<file path="config.mk">
export PLATFORM = sky130hd
export DESIGN_NAME = fetch_queue
export DESIGN_NICKNAME = d
export VERILOG_FILES = /design/src/fetch_queue_pkg.sv /design/src/queue_read_if.sv /design/src/queue_storage.sv /design/src/queue_pointers.sv /design/src/dispatch_steer.sv /design/src/fetch_queue.sv
export VERILOG_INCLUDE_DIRS = /design/src /design/src/src
export SDC_FILE = /design/constraint.sdc
export NUM_CORES = 1
export LEC_CHECK = 0
export ABC_AREA = 0
export CORE_MARGIN = 5
export CORE_UTILIZATION = 40
export CTS_CLUSTER_DIAMETER = 50
export DETAILED_ROUTE_END_ITERATION = 8
export DONT_BUFFER_PORTS = 1
export PLACE_DENSITY = 0.59
export SYNTH_ARGS = -nofsm -noshare
export SYNTH_HDL_FRONTEND = slang
export SYNTH_SLANG_ARGS = --single-unit
</file>
<file path="constraint.sdc">
create_clock -name clock_i -period 8.5 [get_ports clock_i]
set_clock_uncertainty 0.1 [all_clocks]
set_input_delay 0.425 -clock clock_i [delete_from_list [all_inputs] [get_ports clock_i]]
set_output_delay 0.425 -clock clock_i [all_outputs]
set_load 0.005 [all_outputs]
</file>
<file path="src/fetch_queue_macros.svh">
`ifndef FETCH_QUEUE_MACROS_SVH
`define FETCH_QUEUE_MACROS_SVH

// bits per instruction word
`define FQ_INSTR_WIDTH 32

// decoders fed per cycle, also the words per fetch bundle
`define FQ_DECODERS 4

// queue index width, depth is 2**FQ_INDEX_BITS
`define FQ_INDEX_BITS 4

// number of instruction slots in the queue
`define FQ_DEPTH (1 << `FQ_INDEX_BITS)

`endif

</file>
<file path="src/fetch_queue_pkg.sv">
`include "fetch_queue_macros.svh"

package fetch_queue_pkg;

    // one instruction word
    typedef logic [`FQ_INSTR_WIDTH-1:0] instr_t;

    // a fetch bundle, element 0 is the oldest word
    typedef instr_t [`FQ_DECODERS-1:0] bundle_t;

    // slot index into the queue array
    typedef logic [`FQ_INDEX_BITS-1:0] qidx_t;

    // occupancy from 0 up to and including FQ_DEPTH
    typedef logic [`FQ_INDEX_BITS:0] qcount_t;

    // one bit per decoder, bit 0 is decoder 1
    typedef logic [`FQ_DECODERS-1:0] dec_mask_t;

    // instructions issued in one cycle, 0 to 4
    typedef logic [2:0] pop_t;

endpackage

</file>
<file path="src/queue_read_if.sv">
`timescale 1ns/100ps
`include "fetch_queue_macros.svh"

interface queue_read_if;

    fetch_queue_pkg::qidx_t   head;    // oldest valid slot
    fetch_queue_pkg::qcount_t count;   // words currently held
    fetch_queue_pkg::bundle_t window;  // slots head .. head+3
    fetch_queue_pkg::pop_t    pop;     // words issued this cycle

    modport pointers (
        output head,
        output count,
        input  pop
    );

    modport storage (
        input  head,
        output window
    );

    modport dispatch (
        input  count,
        input  window,
        output pop
    );

endinterface

</file>
<file path="src/queue_storage.sv">
`timescale 1ns/100ps
`include "fetch_queue_macros.svh"

module queue_storage (
    input  logic                     clock_i,
    input  logic                     write_i,
    input  fetch_queue_pkg::qidx_t   tail_i,
    input  fetch_queue_pkg::bundle_t bundle_i,
    queue_read_if.storage            rd
);

    fetch_queue_pkg::instr_t instr_mem [`FQ_DEPTH];  // circular instruction store

    // bundle lands in four consecutive slots starting at the tail
    always_ff @(posedge clock_i)
    begin
        if (write_i)
        begin
            for (int w = 0; w < `FQ_DECODERS; w++)
            begin
                instr_mem[tail_i + fetch_queue_pkg::qidx_t'(w)] <= bundle_i[w];  // index wraps
            end
        end
    end

    // read window at the head, the dispatcher decides how much of it is valid
    always_comb
    begin
        for (int k = 0; k < `FQ_DECODERS; k++)
        begin
            rd.window[k] = instr_mem[rd.head + fetch_queue_pkg::qidx_t'(k)];  // wraps at depth
        end
    end

endmodule

</file>
<file path="src/queue_pointers.sv">
`timescale 1ns/100ps
`include "fetch_queue_macros.svh"

module queue_pointers (
    input  logic                   clock_i,
    input  logic                   reset_i,
    input  logic                   bundle_write_i,
    output logic                   accept_o,
    output fetch_queue_pkg::qidx_t tail_o,
    output fetch_queue_pkg::qidx_t head_o,
    output logic                   full_o,
    output logic                   empty_o,
    queue_read_if.pointers         rd
);

    // highest count at which a whole bundle still fits
    localparam fetch_queue_pkg::qcount_t space_limit =
        fetch_queue_pkg::qcount_t'(`FQ_DEPTH - `FQ_DECODERS);

    fetch_queue_pkg::qidx_t   head_q;
    fetch_queue_pkg::qidx_t   tail_q;
    fetch_queue_pkg::qcount_t count_q;
    fetch_queue_pkg::qcount_t push_n;   // words added this cycle
    fetch_queue_pkg::qcount_t pop_n;    // words removed this cycle

    // a refused bundle is simply dropped
    assign accept_o = bundle_write_i && (count_q <= space_limit);

    assign push_n = accept_o ? fetch_queue_pkg::qcount_t'(`FQ_DECODERS) : '0;
    assign pop_n  = fetch_queue_pkg::qcount_t'(rd.pop);

    always_ff @(posedge clock_i)
    begin
        if (reset_i)
        begin
            head_q  <= '0;
            tail_q  <= '0;
            count_q <= '0;
        end
        else
        begin
            if (accept_o)
            begin
                tail_q <= tail_q + fetch_queue_pkg::qidx_t'(`FQ_DECODERS);  // wraps at depth
            end
            head_q  <= head_q + fetch_queue_pkg::qidx_t'(rd.pop);
            count_q <= count_q + push_n - pop_n;  // pop never exceeds old count
        end
    end

    // pointer view for the rest of the queue
    assign rd.head  = head_q;
    assign rd.count = count_q;

    assign head_o = head_q;
    assign tail_o = tail_q;

    // flags follow the count register directly
    assign full_o  = count_q > space_limit;  // no room for another bundle
    assign empty_o = count_q == '0;

endmodule

</file>
<file path="src/dispatch_steer.sv">
`timescale 1ns/100ps
`include "fetch_queue_macros.svh"

module dispatch_steer (
    input  logic                       clock_i,
    input  logic                       reset_i,
    input  fetch_queue_pkg::dec_mask_t busy_i,
    output fetch_queue_pkg::dec_mask_t dec_en_o,
    output fetch_queue_pkg::bundle_t   dec_instr_o,
    queue_read_if.dispatch             rd
);

    fetch_queue_pkg::dec_mask_t ready;   // decoders able to take a word
    fetch_queue_pkg::dec_mask_t grant;   // decoders served this cycle
    fetch_queue_pkg::bundle_t   picked;  // word steered to each decoder
    fetch_queue_pkg::pop_t      taken;   // running count of grants

    assign ready = ~busy_i;

    // Walk the decoders from 1 to 4. Each ready decoder takes the next
    // unissued window slot until the queue runs out of words.
    always_comb
    begin
        taken  = '0;
        grant  = '0;
        picked = dec_instr_o;  // ungranted lanes keep their word
        for (int d = 0; d < `FQ_DECODERS; d++)
        begin
            if (ready[d] && (fetch_queue_pkg::qcount_t'(taken) < rd.count))
            begin
                grant[d]  = 1'b1;
                picked[d] = rd.window[taken];  // slot k goes to k-th ready decoder
                taken     = taken + 3'd1;
            end
        end
    end

    assign rd.pop = taken;  // head advances by the grant count

    // enables are single-cycle pulses
    always_ff @(posedge clock_i)
    begin
        if (reset_i)
        begin
            dec_en_o <= '0;
        end
        else
        begin
            dec_en_o <= grant;
        end
    end

    // instruction words hold when a decoder gets nothing
    always_ff @(posedge clock_i)
    begin
        for (int d = 0; d < `FQ_DECODERS; d++)
        begin
            if (grant[d])
            begin
                dec_instr_o[d] <= picked[d];
            end
        end
    end

endmodule

</file>
<file path="src/fetch_queue.sv">
`timescale 1ns/100ps
`include "fetch_queue_macros.svh"

module fetch_queue (
    input  logic                       clock_i,
    input  logic                       reset_i,

    // fetch side
    input  logic                       bundle_write_i,
    input  fetch_queue_pkg::bundle_t   bundle_i,

    // decoder side
    input  fetch_queue_pkg::dec_mask_t decode_busy_i,
    output fetch_queue_pkg::dec_mask_t decoder_en_o,
    output fetch_queue_pkg::instr_t    decoder1_instr_o,
    output fetch_queue_pkg::instr_t    decoder2_instr_o,
    output fetch_queue_pkg::instr_t    decoder3_instr_o,
    output fetch_queue_pkg::instr_t    decoder4_instr_o,

    // queue state
    output fetch_queue_pkg::qidx_t     head_o,
    output fetch_queue_pkg::qidx_t     tail_o,
    output logic                       is_full_o,
    output logic                       is_empty_o
);

    logic                     bundle_accept;  // bundle fits, write it this edge
    fetch_queue_pkg::bundle_t dec_instr;      // registered words, one per decoder

    queue_read_if rd_if ();

    queue_pointers u_pointers (
        .clock_i        (clock_i),
        .reset_i        (reset_i),
        .bundle_write_i (bundle_write_i),
        .accept_o       (bundle_accept),
        .tail_o         (tail_o),
        .head_o         (head_o),
        .full_o         (is_full_o),
        .empty_o        (is_empty_o),
        .rd             (rd_if.pointers)
    );

    queue_storage u_storage (
        .clock_i  (clock_i),
        .write_i  (bundle_accept),
        .tail_i   (tail_o),    // write position is the registered tail
        .bundle_i (bundle_i),
        .rd       (rd_if.storage)
    );

    dispatch_steer u_dispatch (
        .clock_i     (clock_i),
        .reset_i     (reset_i),
        .busy_i      (decode_busy_i),
        .dec_en_o    (decoder_en_o),
        .dec_instr_o (dec_instr),
        .rd          (rd_if.dispatch)
    );

    // lane 0 feeds decoder 1
    assign decoder1_instr_o = dec_instr[0];
    assign decoder2_instr_o = dec_instr[1];
    assign decoder3_instr_o = dec_instr[2];
    assign decoder4_instr_o = dec_instr[3];

endmodule

</file>
; ---- After elaboration in Yosys (flattened, before gate mapping)
; Memories as Yosys holds them, arrays and structs flattened. A register that Yosys moved wholly into a read port is not among the register bits.
; Index checks and enable logic that the tools add are counted.
[totals]
ff_bits = 145
mem_bits_rw = 512
input_bits = 135
output_inout_bits = 142
elab_cells = 60
memories = 1
[classes]
addsub = 13
n_lt_le_gt_ge = 9
n_mux = 18
bitwise = 1
n_reduce_logical = 10
[memory_table]
columns = memory, depth, word_bits, rd, rd_clocked_by_memory_dff, write_ports, line
row1 = u_storage.instr_mem, 16, 32, 4, 1, 4, queue_storage.sv:12  ; fetch_queue_pkg::instr_t instr_mem [`FQ_DEPTH];
[ops]
columns = cell, count
row1 = 32-bit binary-select mux with 2-bit select, 3
row2 = 32-bit 2-to-1 mux, 3
row3 = "4-bit by 2-bit adder with 4-bit output, second input constant", 4
row4 = 3-bit 2-to-1 mux, 4
row5 = 3-bit by 5-bit less-than comparator with 1-bit output, 2
row6 = "4-bit by 1-bit adder with 4-bit output, second input constant", 2
row7 = 2-bit AND reduction, 4
row8 = 1-bit 2-to-1 mux, 7
row9 = "3-bit by 1-bit adder with 3-bit output, second input constant", 2
row10 = "3-bit less-than comparator, second input constant", 2
row11 = 5-bit adder, 1
row12 = "5-bit by 4-bit > comparator with 1-bit output, second input constant", 1
row13 = "5-bit by 4-bit less-or-equal comparator with 1-bit output, second input constant", 1
row14 = 1-bit logical AND, 5
row15 = 5-bit zero test, 1
row16 = 1-bit by 5-bit less-than comparator with 1-bit output, 1
row17 = "1-bit by 5-bit less-than comparator with 1-bit output, first input constant", 1
row18 = 5-bit by 3-bit subtractor with 5-bit output, 1
row19 = 4-bit by 3-bit adder with 4-bit output, 1
row20 = "4-bit by 3-bit adder with 4-bit output, second input constant", 1
row21 = 4-bit 2-to-1 mux, 1
row22 = 4-bit inverter, 1
row23 = "1-bit by 3-bit less-than comparator with 1-bit output, second input constant", 1
row24 = "1-bit by 1-bit adder with 2-bit output, second input constant", 1

; ---- Longest topological paths before layout
[logic_depth]
depth_word = 14
mapped_depth = 26
mapped_depth_nobuf = 22

; ---- By module
; Synthesis repeated with hierarchy kept, for this count alone.
[unflattened]
cells_unflattened = 5486
area_unflattened_um2 = 56459.1
[by_module_without_submodules]
columns = module, n_inst, cells_per_inst, area_each_um2, seq_area_each_um2
row1 = queue_storage, 1, 4833, 48178.7, 15374.7
row2 = dispatch_steer, 1, 577, 7582.3, 3923.8
row3 = queue_pointers, 1, 76, 698.2, 220.2

; ---- Worst setup path before layout
; OpenSTA, ideal clock, no wires.
[synth_timing]
path_type = register to register
from = reg u_pointers.count_q[3], in the netlist u_pointers.rd.count[3]
to = reg u_dispatch.dec_instr_o[100] in the netlist's numbering (enable)
setup_ns = 0.425
t_arrival_ns = 7.036
t_required_ns = 7.975
setup_slack_ns = 0.940
stages_incl_launch_ff = 19
path_buffers = 4
period_less_slack_ns = 7.560
cell_sequence = dfxtp_1 > inv_1 > ha_1 > a21oi_1 > clkinv_1 > clkbuf_1 > ha_1 > buf_2 > nand2b_1 > a21oi_2 > o21bai_4 > mux2_2 > inv_2 > buf_6 > buf_2 > ha_1 > a21o_1 > a21oi_1 > nor2b_1
[synth_between]
elab_chain_cells = 13
word_cells_on_any_way = 15
cone_classes = add/sub: 2 / order compare: 4 / mux: 4 / reduce/logical: 5
[synth_rtl]
columns = item, line
row1 = from (decl), queue_pointers.sv:22  ; fetch_queue_pkg::qcount_t count_q;
row2 = from (signal assigned), queue_pointers.sv:47  ; count_q <= count_q + push_n - pop_n;
row3 = 1-bit by 5-bit less-than comparator with 1-bit output, dispatch_steer.sv:29  ; if (ready[d] && (fetch_queue_pkg::qcount_t'(taken) < rd.count))
row4 = 1-bit logical AND, dispatch_steer.sv:29
row5 = 1-bit 2-to-1 mux, dispatch_steer.sv:29
row6 = 1-bit by 5-bit less-than comparator with 1-bit output, dispatch_steer.sv:29
row7 = 1-bit logical AND, dispatch_steer.sv:29
row8 = 3-bit 2-to-1 mux, dispatch_steer.sv:29
row9 = 3-bit by 5-bit less-than comparator with 1-bit output, dispatch_steer.sv:29
row10 = 1-bit logical AND, dispatch_steer.sv:29
row11 = 3-bit 2-to-1 mux, dispatch_steer.sv:29
row12 = 3-bit by 5-bit less-than comparator with 1-bit output (*), dispatch_steer.sv:29
row13 = 1-bit logical AND (*), dispatch_steer.sv:29
row14 = 1-bit 2-to-1 mux (*), dispatch_steer.sv:29
row15 = net u_dispatch.grant[3], dispatch_steer.sv:14  ; fetch_queue_pkg::dec_mask_t grant;
row16 = 2-bit AND reduction (no source line) (*), n/a
row17 = "to (signal, indexed assignment)", dispatch_steer.sv:60  ; dec_instr_o[d] <= picked[d];
row18 = to (decl), dispatch_steer.sv:9  ; output fetch_queue_pkg::bundle_t dec_instr_o,
; Mark *: on every way through the listed nets, which the timed path passes. The rest lies on a longest branch.
; A chain may end at the register's enable or synchronous reset.

; ---- Worst setup path after layout
[layout_timing]
from = reg u_pointers.count_q[3], in the netlist u_pointers.rd.count[3]
to = reg u_pointers.count_q[4], in the netlist u_pointers.rd.count[4]
[layout_between]
elab_chain_cells = 13
word_cells_on_any_way = 20
cone_classes = add/sub: 5 / order compare: 5 / mux: 5 / reduce/logical: 5
[layout_rtl]
columns = item, line
row1 = 1-bit by 5-bit less-than comparator with 1-bit output, dispatch_steer.sv:29
row2 = 1-bit logical AND, dispatch_steer.sv:29
row3 = 1-bit 2-to-1 mux, dispatch_steer.sv:29
row4 = 1-bit by 5-bit less-than comparator with 1-bit output, dispatch_steer.sv:29
row5 = 1-bit logical AND, dispatch_steer.sv:29
row6 = 3-bit 2-to-1 mux, dispatch_steer.sv:29
row7 = 3-bit by 5-bit less-than comparator with 1-bit output, dispatch_steer.sv:29
row8 = 1-bit logical AND, dispatch_steer.sv:29
row9 = 3-bit 2-to-1 mux, dispatch_steer.sv:29
row10 = 3-bit by 5-bit less-than comparator with 1-bit output, dispatch_steer.sv:29
row11 = 1-bit logical AND, dispatch_steer.sv:29
row12 = 3-bit 2-to-1 mux, dispatch_steer.sv:29
row13 = 5-bit by 3-bit subtractor with 5-bit output (*), queue_pointers.sv:47
; Mark *: on every way between the ends. The rest lies on a longest branch, timed or not.

==> flow_metrics.py <==
metrics = {
    "outcome": {
        "status": "finished clean",
    },
    "clock_tree": {
        "clock_latency_ns": 0.67,
        "cts_setup_buffers": 0,
        "cts_buffer_depth": 3,
        "root_buffer": "clkbuf_16",
        "cts.htree.levels": 3,
        "cts_buffers": 84,
        "cts.clk_slew.worst_paths_ns": 0.05,
        "ctsResizeCount": 0,
        "tritoncts": "built",
        "clock-sinks": 655,
    },
    "global_route": {
        "grt_max_degree": 119,
        "grt_pass1_vias": 28100,
        "antenna_found_initial": 20,
        "grt_pass1_wl_um": 199000,
        "gr-total-overflow": 0,
        "track_usage": 0.262,
    },
    "timing": {
        "setup_violations": 0,
        "max-slew-margin-rel": 0.173,
        "fin_hold_ws_ns": 0.0353,
        "finalSetupTns_ns": 0,
        "maxSlewViolCount": 0,
        "timing.fmax_mhz": 140,
        "worstMarginPinSlew_ns": 1.24,
        "rsz0062_at_grt": "false",
        "period_needed_ns": 7.12,
        "hold_viol_final": 0,
        "fin_crit_sh": 0.838,
    },
    "cells_and_area": {
        "nets": 2959,
        "syn_to_final_growth_pct": 13.8,
        "layout-drive-gt1-share": 0.209,
    },
    "yosys": {
        "yosysUniqueCellTypes": 64,
        "synth_flop_cell": "edfxtp_1",
        "syn_inst": 2755,
        "yosysWarnings": 0,
        "ys_ff_latch": 655,
        "ys_seq_area_frac": 0.510,
        "syn_area_um2": 38300,
        "synth_edf_count": 640,
        "async_reset_ff_frac": 0,
        "avgSynthCellArea_um2": 13.9,
    },
    "die": {
        "core_um2": 95000,
        "rows": 113,
        "die_y_um": 319,
        "start_util": 0.403,
        "io_pins": 277,
        "dieArea_um2": 102000,
        "die_w_um": 319,
    },
    "power_and_ir_drop": {
        "clockPowerShare": 0.189,
        "p_leak_uw": 0.0146,
        "p_per_area_nw_per_um2": 428,
        "power_frac_comb": 0.529,
        "intPower_uw": 10300,
        "power_frac_seq": 0.282,
        "switchingPower_uw": 8370,
        "swShare": 0.449,
        "vdd_drop_max_mv": 0.455,
    },
    "worst_setup_path": {
        "crit_type": "reg2reg",
        "critPathArrivalTime_ns": 7.52,
        "start_kind": "register",
        "worstSetupEndpointType": "register",
        "crit_fanout": 33,
        "worst_ep_required_time_ns": 8.90,
        "worstRegToRegCells": 23,
    },
    "min_path": {
        "hold_path_class": "in2reg",
        "min_delay_path_depth": 2,
    },
    "drt": {
        "wl_per_cell_um": 33.4,
        "drc": 0,
        "vias_per_cell": 6.78,
        "antenna_left": 0,
        "first_pass_iters": 7,
        "totalWireLength_um": 139000,
        "first_iter_violations": 3731,
        "vias": 28100,
    },
    "place": {
        "place.gp.congestion": 0.917,
        "portBuffers": 0,
        "hpwl_um": 86200,
    },
    "job": {
        "drv_cap": 0,
    },
}
power by group through the flow:
stage	combinational [µW]	sequential [µW]	clock, µW
after floorplan	6750	4930	0
after global placement	9410	5300	0
after detailed placement	9570	5310	0
after CTS	9680	5260	3570
after global routing	10400	5320	3720
final	9860	5250	3520
synthesized netlist by cell type (17+ instances only):
cell	number	area, µm²
mux4_2	323	7270
a221oi_1	19	166
buf_4	37	278
edfxtp_1	640	19200
clkbuf_1	99	372
o2111ai_1	17	149
a22oi_1	162	1220
nand2_1	281	1050
a21oi_1	53	265
nand3_1	242	1210
buf_2	75	375
nor2_1	84	315
a211oi_1	57	428
ha_1	24	300
inv_1	19	71.3
nand2b_1	19	119
buf_6	20	225
mux2i_1	306	3060
a31oi_1	20	125
o21ai_0	64	320
sequential cells by signal, summed over array words and instances, names as in the netlist:
signal                  cells
u_pointers.tail_o           2
u_dispatch.dec_instr_o    128
u_pointers.rd.count         5
u_dispatch.dec_en_o         4
u_storage.instr_mem       512
u_pointers.head_o           4
worst max-delay path, cell delays in order, from the launching register on:
cell and delay (ns):
dfxtp_1 0.35, inv_1 0.09, ha_1 0.31, a31o_2 0.27, inv_2 0.05, buf_4 0.56, ha_4 0.41, ha_1 0.30
a21oi_2 0.18, o21bai_4 0.13, mux2_2 0.90, inv_4 0.46, ha_1 0.34, a21o_1 0.15, a21oi_1 0.48, a211oi_1 0.16
nor2_1 0.20, o31a_1 0.21, fa_1 0.44, ha_1 0.29, a21o_1 0.18, a21oi_1 0.18, xnor2_1 0.14, nor2_1 0.06
placed cells by master (no fill, tap or decap), types with 12 or more instances in the layout:
master / netlist / routed
o221ai_1: 13 / 13
buf_4: 37 / 61
o21ai_0: 64 / 64
nand3_1: 242 / 242
edfxtp_1: 640 / 640
nand2b_1: 19 / 19
a31oi_1: 20 / 20
a22oi_1: 162 / 162
mux2_2: 14 / 14
clkbuf_16: 0 / 85
a211oi_1: 57 / 57
or3_1: 13 / 13
diode_2: 0 / 16
nor2_1: 84 / 75
nand2_1: 281 / 280
a221oi_1: 19 / 19
a21oi_1: 53 / 52
ha_1: 24 / 20
o2111ai_1: 17 / 17
nand4_1: 16 / 16
clkinvlp_4: 0 / 12
mux2i_1: 306 / 306
dlygate4sd3_1: 0 / 133
inv_1: 19 / 17
mux4_2: 323 / 323
per-stage QoR:
step / std cells / total power (µW) / utilization / setup slack, ns / instance area [µm²]
after floorplan: 2756 / 11700 / - / 0.940 / 38300
after global placement: 3843 / 14700 / 0.414 / 1.74 / 39400
after detailed placement: 3843 / 14900 / 0.414 / 1.61 / 39400
after CTS: 4133 / 18500 / 0.458 / 1.54 / 43500
after global routing: 4139 / 19400 / 0.458 / 1.08 / 43500
final: 4149 / 18600 / 0.458 / 1.38 / 43500
worst paths after layout:
check | slack [ns] | from | endpoint
setup / recovery | 1.38 | u_pointers.rd.count[3] | u_pointers.rd.count[4]
hold / removal | 0.04 | decode_busy_i[2] | u_dispatch.dec_en_o[2]
setup reg to reg | 1.38 | u_pointers.rd.count[3] | u_pointers.rd.count[4]
hold reg to reg | 0.58 | u_pointers.tail_o[2] | u_pointers.tail_o[2]
routing by layer:
layer  vias to the layer above  GRT usage  wire length, µm
met3                       450     0.0817            17400
met5                         -          0               25
met2                      2094      0.408            63000
met1                     14200      0.337            51000
met4                         4      0.124             7190
li1                      11300          -                -
what timing repair did:
action,4_1_cts,5_1_grt
hold buffers,133,0
hold endpoints to repair,542,0
endpoints found under the setup margin,0,0
kinds of logic after synthesis:
kind of cell / share of synthesized area
other: 0.0000980
xor gates and xnor gates: 0.00455
DFF: 0.510
buffers and inverters: 0.0363
AOI/OAI and AO/OA: 0.0824
and+or+nand+nor: 0.0828
muxes: 0.274
adders and majority gates: 0.00942
final cells by class:
cell class / instances / area [µm²]
Timing Repair Buffer: 198 / 1870
Clock inverter: 64 / 634
Multi-Input combinational cell: 1835 / 17600
Sequential cell: 655 / 19500
Inverter: 23 / 93.8
Tap cell: 1265 / 1580
Antenna cell: 16 / 40.0
Fill cell: 8305 / 51500
Clock buffer: 93 / 2160
(Power assumes the default switching activity.)
